===== src/design/dlx_ex_pkg.sv =====
package dlx_ex_pkg;

    localparam int XLEN       = 32;
    localparam int REG_ADDR_W = 5;
    localparam int OFF16_W    = 16;
    localparam int OFF26_W    = 26;
    localparam int SHAMT_W    = 5;

    typedef enum logic [0:3] {
        ALU_ADD  = 4'd0,
        ALU_SUB  = 4'd1,
        ALU_AND  = 4'd2,
        ALU_OR   = 4'd3,
        ALU_XOR  = 4'd4,
        ALU_SLL  = 4'd5,
        ALU_SRL  = 4'd6,
        ALU_SRA  = 4'd7,
        ALU_SLT  = 4'd8,
        ALU_SLTU = 4'd9,
        ALU_SEQ  = 4'd10,
        ALU_SNE  = 4'd11
    } alu_op_e;

    typedef enum logic [0:1] {
        MEM_BYTE = 2'd0,
        MEM_HALF = 2'd1,
        MEM_WORD = 2'd2
    } mem_size_e;

    // Carried untouched to the memory and writeback stages
    typedef struct packed {
        logic      pc_to_reg;   // Link register receives next_pc
        logic      reg_write;
        logic      mem_to_reg;
        logic      mem_write;
        logic      load_sign;
        mem_size_e dsize;
    } mem_ctrl_t;

    typedef struct packed {
        mem_ctrl_t mem;
        logic      reg_to_pc;   // Jump target comes from op_a
        logic      jump;
        logic      branch;
        logic      branch_zero; // Branch taken when op_a is zero
        logic      rtype;       // Operand B is rt_val, not the immediate
        logic      mul;
        alu_op_e   alu_op;
    } ctrl_t;

    typedef struct packed {
        logic [0:XLEN-1]       next_pc;
        logic [0:XLEN-1]       rs_val;
        logic [0:XLEN-1]       rt_val;
        logic [0:OFF16_W-1]    offset16;
        logic [0:OFF26_W-1]    offset26;
        logic [0:REG_ADDR_W-1] dest_reg;
        ctrl_t                 ctrl;
    } dec_in_t;

    typedef struct packed {
        logic [0:XLEN-1]       next_pc;
        logic [0:XLEN-1]       op_a;
        logic [0:XLEN-1]       op_b;
        logic [0:XLEN-1]       store_data;
        logic [0:XLEN-1]       imm;         // Offset added to next_pc for the leap
        logic [0:REG_ADDR_W-1] dest_reg;
        ctrl_t                 ctrl;
    } id_ex_t;

    typedef struct packed {
        logic [0:XLEN-1]       next_pc;
        logic [0:XLEN-1]       alu_result;
        logic [0:XLEN-1]       store_data;
        logic [0:XLEN-1]       leap_addr;
        logic                  leap;
        logic                  overflow;
        logic [0:REG_ADDR_W-1] dest_reg;
        mem_ctrl_t             mem;
    } ex_mem_t;

endpackage


===== src/design/alu.sv =====
`timescale 1ns/1ps

module alu (
    input  logic [0:dlx_ex_pkg::XLEN-1] a,
    input  logic [0:dlx_ex_pkg::XLEN-1] b,
    input  dlx_ex_pkg::alu_op_e          op,
    output logic [0:dlx_ex_pkg::XLEN-1] result,
    output logic                         zero,
    output logic                         overflow
);
    import dlx_ex_pkg::*;

    logic [0:SHAMT_W-1] shamt;
    logic [0:XLEN-1]    sum;
    logic [0:XLEN-1]    diff;
    logic               lt_signed;
    logic               lt_unsigned;
    logic               add_ov;
    logic               sub_ov;

    assign shamt = b[XLEN-SHAMT_W:XLEN-1]; // Bit 0 is the MSB, so the low bits sit at the end
    assign sum   = a + b;
    assign diff  = a - b;

    assign lt_signed   = $signed(a) < $signed(b);
    assign lt_unsigned = a < b;
    assign zero        = (a == b);

    // Signed overflow shows as a sign bit that disagrees with the operands
    assign add_ov = (a[0] == b[0]) && (sum[0] != a[0]);
    assign sub_ov = (a[0] != b[0]) && (diff[0] != a[0]);

    always_comb begin
        result   = '0;
        overflow = 1'b0;
        case (op)
            ALU_ADD: begin
                result   = sum;
                overflow = add_ov;
            end
            ALU_SUB: begin
                result   = diff;
                overflow = sub_ov;
            end
            ALU_AND: begin
                result = a & b;
            end
            ALU_OR: begin
                result = a | b;
            end
            ALU_XOR: begin
                result = a ^ b;
            end
            ALU_SLL: begin
                result = a << shamt;
            end
            ALU_SRL: begin
                result = a >> shamt;
            end
            ALU_SRA: begin
                result = $signed(a) >>> shamt;
            end
            ALU_SLT: begin
                result = {{(XLEN-1){1'b0}}, lt_signed};
            end
            ALU_SLTU: begin
                result = {{(XLEN-1){1'b0}}, lt_unsigned};
            end
            ALU_SEQ: begin
                result = {{(XLEN-1){1'b0}}, zero};
            end
            ALU_SNE: begin
                result = {{(XLEN-1){1'b0}}, !zero};
            end
            default: begin
                result = '0; // Unused codes give zero
            end
        endcase
    end

endmodule


===== src/design/branch_unit.sv =====
`timescale 1ns/1ps

module branch_unit (
    input  logic                         valid,
    input  logic [0:dlx_ex_pkg::XLEN-1] op_a,
    input  logic [0:dlx_ex_pkg::XLEN-1] next_pc,
    input  logic [0:dlx_ex_pkg::XLEN-1] imm,
    input  logic                         jump,
    input  logic                         branch,
    input  logic                         branch_zero,
    input  logic                         reg_to_pc,
    output logic                         leap,
    output logic [0:dlx_ex_pkg::XLEN-1] leap_addr
);
    import dlx_ex_pkg::*;

    logic            op_a_zero;
    logic            cond_holds;
    logic [0:XLEN-1] rel_target;

    assign op_a_zero = (op_a == '0);

    // BEQZ wants a zero register, BNEZ a nonzero one
    assign cond_holds = (op_a_zero == branch_zero);

    assign leap = valid && (jump || (branch && cond_holds));

    assign rel_target = next_pc + imm; // PC relative target for branches and J/JAL

    always_comb begin
        if (reg_to_pc) begin
            leap_addr = op_a; // JR and JALR
        end else begin
            leap_addr = rel_target;
        end
    end

endmodule


===== src/design/operand_stage.sv =====
`timescale 1ns/1ps

module operand_stage (
    input  logic                  clk,
    input  logic                  rst,
    input  logic                  in_valid,
    input  dlx_ex_pkg::dec_in_t   in,
    input  logic                  flush,
    output logic                  id_valid,
    output dlx_ex_pkg::id_ex_t    id
);
    import dlx_ex_pkg::*;

    logic [0:XLEN-1] imm16_ext;
    logic [0:XLEN-1] imm26_ext;
    id_ex_t          id_next;

    // Both offsets are signed
    assign imm16_ext = {{(XLEN-OFF16_W){in.offset16[0]}}, in.offset16};
    assign imm26_ext = {{(XLEN-OFF26_W){in.offset26[0]}}, in.offset26};

    always_comb begin
        id_next.next_pc    = in.next_pc;
        id_next.op_a       = in.rs_val;
        id_next.op_b       = in.ctrl.rtype ? in.rt_val : imm16_ext;
        id_next.store_data = in.rt_val;     // Store value always comes from rt
        id_next.imm        = in.ctrl.branch ? imm16_ext : imm26_ext;
        id_next.dest_reg   = in.dest_reg;
        id_next.ctrl       = in.ctrl;
    end

    always_ff @(posedge clk) begin
        if (rst) begin
            id_valid <= 1'b0;
        end else begin
            id_valid <= in_valid && !flush; // Kill the slot behind a taken leap
        end
    end

    always_ff @(posedge clk) begin
        id <= id_next;
    end

endmodule


===== src/design/execute.sv =====
`timescale 1ns/1ps

module execute (
    input  logic                  clk,
    input  logic                  rst,
    input  logic                  id_valid,
    input  dlx_ex_pkg::id_ex_t    id,
    output logic                  leap_now,
    output logic                  out_valid,
    output dlx_ex_pkg::ex_mem_t   out
);
    import dlx_ex_pkg::*;

    logic [0:XLEN-1] alu_result;
    logic [0:XLEN-1] mul_result;
    logic [0:XLEN-1] leap_addr;
    logic            alu_overflow;
    ex_mem_t         ex_next;

    alu u_alu (
        .a        (id.op_a),
        .b        (id.op_b),
        .op       (id.ctrl.alu_op),
        .result   (alu_result),
        .zero     (),
        .overflow (alu_overflow)
    );

    branch_unit u_branch (
        .valid       (id_valid),
        .op_a        (id.op_a),
        .next_pc     (id.next_pc),
        .imm         (id.imm),
        .jump        (id.ctrl.jump),
        .branch      (id.ctrl.branch),
        .branch_zero (id.ctrl.branch_zero),
        .reg_to_pc   (id.ctrl.reg_to_pc),
        .leap        (leap_now),
        .leap_addr   (leap_addr)
    );

    assign mul_result = id.op_a * id.op_b; // Keeps the low word of the product

    always_comb begin
        ex_next.next_pc    = id.next_pc;
        ex_next.alu_result = id.ctrl.mul ? mul_result : alu_result;
        ex_next.store_data = id.store_data;
        ex_next.leap_addr  = leap_addr;
        ex_next.leap       = leap_now;
        ex_next.overflow   = alu_overflow;
        ex_next.dest_reg   = id.dest_reg;
        ex_next.mem        = id.ctrl.mem;
    end

    always_ff @(posedge clk) begin
        if (rst) begin
            out_valid <= 1'b0;
        end else begin
            out_valid <= id_valid;
        end
    end

    // EX/MEM record
    always_ff @(posedge clk) begin
        out <= ex_next;
    end

endmodule


===== src/design/ex_pipe.sv =====
`timescale 1ns/1ps

module ex_pipe (
    input  logic                  clk,
    input  logic                  rst,
    input  logic                  in_valid,
    input  dlx_ex_pkg::dec_in_t   in,
    output logic                  out_valid,
    output dlx_ex_pkg::ex_mem_t   out
);
    import dlx_ex_pkg::*;

    logic   id_valid;
    id_ex_t id;
    logic   leap_now;

    operand_stage u_operand (
        .clk      (clk),
        .rst      (rst),
        .in_valid (in_valid),
        .in       (in),
        .flush    (leap_now), // Squash the instruction right behind a taken leap
        .id_valid (id_valid),
        .id       (id)
    );

    execute u_execute (
        .clk       (clk),
        .rst       (rst),
        .id_valid  (id_valid),
        .id        (id),
        .leap_now  (leap_now),
        .out_valid (out_valid),
        .out       (out)
    );

endmodule


===== config.mk =====
export PLATFORM = sky130hd
export DESIGN_NAME = ex_pipe
export DESIGN_NICKNAME = d
export VERILOG_FILES = /design/src/design/dlx_ex_pkg.sv /design/src/design/alu.sv /design/src/design/branch_unit.sv /design/src/design/operand_stage.sv /design/src/design/execute.sv /design/src/design/ex_pipe.sv
export SDC_FILE = /design/constraint.sdc
export NUM_CORES = 2
export LEC_CHECK = 0
export BUFFER_PORTS_ARGS = -buffer_cell sky130_fd_sc_hd__buf_4
export CORE_ASPECT_RATIO = 1.1
export CORE_UTILIZATION = 46
export CTS_CLUSTER_DIAMETER = 60
export DETAILED_ROUTE_END_ITERATION = 10
export PLACE_DENSITY_LB_ADDON = 0.12
export SETUP_SLACK_MARGIN = 0.5
export SYNTH_ARGS = -nofsm -noshare
export SYNTH_HDL_FRONTEND = slang
export SYNTH_SLANG_ARGS = --single-unit

===== constraint.sdc =====
create_clock -name clk -period 24 [get_ports clk]
set_clock_uncertainty 0.15 [all_clocks]
set_input_delay 1.2 -clock clk [delete_from_list [all_inputs] [get_ports clk]]
set_output_delay 1.2 -clock clk [all_outputs]
set_load 0.005 [all_outputs]

Word-level counts from Yosys, hierarchy flattened
Index checks and enable logic that the tools add are counted.
{"block": "word_totals", "ff_bits": 325, "in_bits": 163, "wordCells": 78, "out_inout_bits": 143}
{"block": "op_classes", "mul": 1, "n_shift": 3, "n_lt_le_gt_ge": 2, "add_sub_neg": 3, "n_eq_ne": 17, "muxes": 6, "reduce_logical": 10, "n_bitwise": 3}
{"operator": "$pmux W32 S12", "count": 1}
{"operator": "$mux W32", "count": 4}
{"operator": "$add A32 B32 Y32", "count": 2}
{"operator": "$lt A32 B32 Y1", "count": 2}
{"operator": "$and A32 B32 Y32", "count": 1}
{"operator": "$eq A32 B32 Y1", "count": 1}
{"operator": "$logic_not A32 Y1", "count": 1}
{"operator": "$mul A32 B32 Y32", "count": 1}
{"operator": "$or A32 B32 Y32", "count": 1}
{"operator": "$shl A32 B5 Y32", "count": 1}
{"operator": "$shr A32 B5 Y32", "count": 1}
{"operator": "$sshr A32 B5 Y32", "count": 1}
{"operator": "$sub A32 B32 Y32", "count": 1}
{"operator": "$xor A32 B32 Y32", "count": 1}
{"operator": "$eq A4 B3 Y1 const B", "count": 4}
{"operator": "$eq A4 B4 Y1 const B", "count": 4}
{"operator": "$eq A4 B2 Y1 const B", "count": 2}
{"operator": "$logic_and A1 B1 Y1", "count": 5}
{"operator": "$eq A4 B1 Y1 const B", "count": 1}
{"operator": "$logic_not A4 Y1", "count": 1}
{"operator": "$ne A1 B1 Y1", "count": 3}
{"operator": "$eq A1 B1 Y1", "count": 2}
{"operator": "$logic_not A1 Y1", "count": 2}
{"operator": "$pmux W1 S2", "count": 1}
{"operator": "$logic_or A1 B1 Y1", "count": 1}

Logic depth before layout (Yosys ltp)
{"block": "depth", "ltp_word": 7, "depth_mapped": 32, "ltp_nobuf": 27}

Hierarchy
A second synthesis with hierarchy kept.
{"block": "unflattened", "hier_cells": 3813, "hier_area_um2": 34833.4}
{"module": "execute", "cells_per_inst": 1930, "n_inst": 1, "seq_area_each_um2": 2862.7, "area_each_um2": 18995.7}
{"module": "alu", "cells_per_inst": 1257, "n_inst": 1, "seq_area_each_um2": 0.0, "area_each_um2": 8724.6}
{"module": "operand_stage", "cells_per_inst": 252, "n_inst": 1, "seq_area_each_um2": 3543.4, "area_each_um2": 4580.6}
{"module": "branch_unit", "cells_per_inst": 374, "n_inst": 1, "seq_area_each_um2": 0.0, "area_each_um2": 2532.4}

Worst setup path before layout
No wires, ideal clock.
{"block": "synth_timing", "kind": "reg2reg", "from": "register, netlist name u_operand.id[88]", "to": "register, netlist name u_execute.out[106]", "setup_ps": 116, "required_ps": 23734, "period_less_slack_ps": 8274, "path_buffers": 4, "path_slack_ps": 15726, "arrival_ps": 8008, "stages_incl_launch_ff": 30, "cell_sequence": "dfxtp_1 -> inv_2 -> buf_1 -> clkbuf_1 -> clkbuf_1 -> buf_1 -> nor2_1 -> fa_1 -> inv_1 -> fa_1 -> fa_1 -> fa_1 -> inv_1 -> fa_1 -> inv_1 -> fa_1 -> inv_1 -> fa_1 -> fa_1 -> ha_1 -> a21oi_1 -> inv_1 -> or4_1 -> a32o_1 -> a311oi_1 -> or3_1 -> nand2b_1 -> nand3_1 -> o221ai_1 -> a31o_1"}

==> impl_metrics.tcl <==
set metrics [dict create \
    asyncSetResetFlopFracSynth_pct 0 \
    num-nets-final 4708 \
    placement_rows 101 \
    synth_xor_area_share_pct 3.25 \
    met3_track_demand_over_resource_in_global_routing_pct 8.71 \
    buffering_stage_count_on_the_worst_path_with_inverters_included 4 \
    layout_commonest_cell "sky130_fd_sc_hd__nor2_1" \
    grt_max_degree 69 \
    grt_most_used_layer "met2" \
    grtUsageTotal_pct 36.7 \
    cts_tree "built" \
    cts_buffers 37 \
    cts_buffer_depth 3 \
    groute.layer.met2.usage_pct 56.4 \
    dr.pass1.iters 6 \
    numPortBuffers 305 \
    synthesized_area_per_cell_sq_um 8.81 \
    ys_ff_latch 319 \
    synth_warnings 0 \
    synthToLayoutAreaGrowth_pct 13.9 \
    floorplan.die.width_um 255 \
    synth.area.mux_share_pct 5.92 \
    initial_standard_cell_utilization_of_the_core_pct 46.7 \
    cts.hold.buffers_added 0 \
    antenna_violations_before_repair 5 \
    hold_viol_final 0 \
    critical_path.cell_chain "buf_4 > clkinv_1 > nor2_1 > fa_1 > fa_1 > inv_1 > fa_1 > fa_1 > fa_1 > inv_1 > fa_1 > fa_1 > fa_1 > ha_1 > nand2_1 > nor3_1 > a32o_1 > a311oi_1 > or3_1 > nand2b_1 > nand3_1 > o221ai_1 > a31o_1" \
    pin_count 306 \
    mappedNetlistNets 4496 \
    worst_path_dominant_cell_family "adder cells" \
    final_cell_mix "sky130_fd_sc_hd__nor2_1 (513), sky130_fd_sc_hd__inv_1 (475), sky130_fd_sc_hd__fa_1 (411)" \
    antenna_left 0 \
    design.die.area_sq_um 71400 \
    slew_headroom_pct 32.0 \
    place_hpwl_um 97800 \
    numClockSinks 319 \
    critical_path_arrival_ns 8.84 \
    synthFlopType "sky130_fd_sc_hd__dfxtp_1" \
    grt_first_pass_wirelength_um 189000 \
    worstSkewPairLatency_ns 0.59 \
    root_buffer "sky130_fd_sc_hd__clkbuf_16" \
    timing.hold.worst.class "flip-flop to flip-flop" \
    cts_repair_resize_count 0 \
    wire_length_per_cell_um 26.8 \
    design.core.area_sq_um 69300 \
    synthesis.instances 3671 \
    critical_path_required_ns 24.33 \
    num_vias 28700 \
    critical_path.slowest_cell "sky130_fd_sc_hd__clkinv_1" \
    critical_path.most_common_cell "sky130_fd_sc_hd__fa_1" \
    logic_depth_of_the_worst_path_buffers_included 23 \
    setup_viol 0 \
    status "finished, final reports clean" \
    residual_overflow_from_global_routing 0 \
    critical_path.startpoint_type "flip-flop" \
    drtIter0Drc 2866 \
    route.detailed.drc 0 \
    yosys.area_share.adder_pct 35.2 \
    detail_route.vias_per_cell 5.93 \
    cts_setup_buffers 0 \
    routed_wirelength_um 130000 \
    crit_path_category "flip-flop to flip-flop" \
    synthSimpleGateAreaFrac_pct 13.8 \
    clkSlewWorstSetupHoldPaths_ns 0.06 \
    tns_ns 0 \
    grt_setup_unrepaired "no" \
    cts-htree-levels 2 \
    grt_util_met1_pct 46.5 \
    synth.cell_area_sq_um 32300 \
    final_critical_period_ns 8.51 \
    routability_cong 1.04 \
    synth_top_family_by_area "adder cells" \
    maxCapViolCount 0 \
    fmax_mhz 117 \
    die_y_um 280 \
    worstSetupEndpointType "flip-flop" \
    synth-compound-area-share_pct 13.6 \
    synth_sequential_area_ratio_pct 19.7 \
    synth_enable_flop_cells 0 \
    period_share_pct 35.5 \
    worst_path_largest_cell_delay_ns 0.85 \
    drive_above_1_share_pct 15.1 \
    synth_cell_types 94 \
    hold_path_depth 0 \
    worst-path-max-fanout 18 \
    r2r_worst_path_depth 23 \
    vias_in_the_first_global_route 28800 \
    worst_pin_slew_ns 0.995 \
    timing.final.max_slew_violations 0 \
]
[worst paths after layout]
| path | slack [ns] | start | endpoint |
|---|---|---|---|
| setup / recovery | 15.49 | u_operand.id[127] | u_execute.out[106] |
| hold / removal | 0.17 | u_operand.id[78] | u_execute.out[70] |
| setup reg to reg | 15.49 | u_operand.id[127] | u_execute.out[106] |
| hold reg to reg | 0.17 | u_operand.id[78] | u_execute.out[70] |
[registers in the layout, summed over array words and instances (netlist names)]
register and flops:
u_operand.id 175, u_execute.out 142, u_execute.out_valid 1, u_operand.id_valid 1
[area by class of cell]
cell class | instances | area [sq um]
Fill cell | 6716 | 32400
Tap cell | 927 | 1160
Clock buffer | 48 | 997
Inverter | 493 | 1850
Multi-Input combinational cell | 2644 | 23200
Timing Repair Buffer | 388 | 2910
Antenna cell | 3 | 7.51
Sequential cell | 319 | 6400
Clock inverter | 20 | 262
[per-layer routing]
layer,vias to the layer above,part of all wire [%]
met3,432,11
met5,-,0.018
met2,1810,44
met1,14000,37
li1,12400,-
met4,4,7.1
[Yosys cell counts, drive strengths merged, types with 28 or more instances]
master | count | area share, %
nor3 | 33 | 0.55
a21o | 32 | 0.74
nor2 | 513 | 6.0
buf | 57 | 0.91
clkbuf | 158 | 1.8
inv | 482 | 5.6
a21oi | 151 | 2.4
xnor2 | 81 | 2.2
dfxtp | 319 | 20
ha | 251 | 9.7
nand2b | 29 | 0.56
nand3 | 30 | 0.48
o21ai | 173 | 2.7
xor2 | 39 | 1.1
mux2 | 43 | 1.5
mux4 | 47 | 3.3
nand2 | 389 | 4.5
fa | 411 | 25
mux2i | 37 | 1.1
a211oi | 28 | 0.68
[through the flow]
| stage | cells | instance area (sq um) | utilization [%] | setup slack [ns] | hold WS (ns) |
|---|---|---|---|---|---|
| 3_5_place_dp | 4771 | 35600 | 51.3 | 15.63 | 0.162 |
| 4_1_cts | 4839 | 36800 | 53.2 | 15.63 | 0.172 |
| 6_report | 4842 | 36800 | 53.2 | 15.49 | 0.169 |
| 5_1_grt | 4839 | 36800 | 53.2 | 15.24 | 0.173 |
| 2_1_floorplan | 3671 | 32300 | - | 15.73 | 0.160 |
| 3_3_place_gp | 4771 | 35600 | 51.3 | 15.68 | 0.160 |
[cells by family after synthesis]
| group | count (synthesis) |
|---|---|
| adders and majority gates | 662 |
| DFF | 319 |
| AOI/OAI and AO/OA | 657 |
| and+or+nand+nor | 1078 |
| xor gates and xnor gates | 120 |
| muxes | 127 |
| buffers and inverters | 708 |
Power is not shown: default switching activity piles up to over one toggle a cycle in this logic, so the estimate is an artifact.
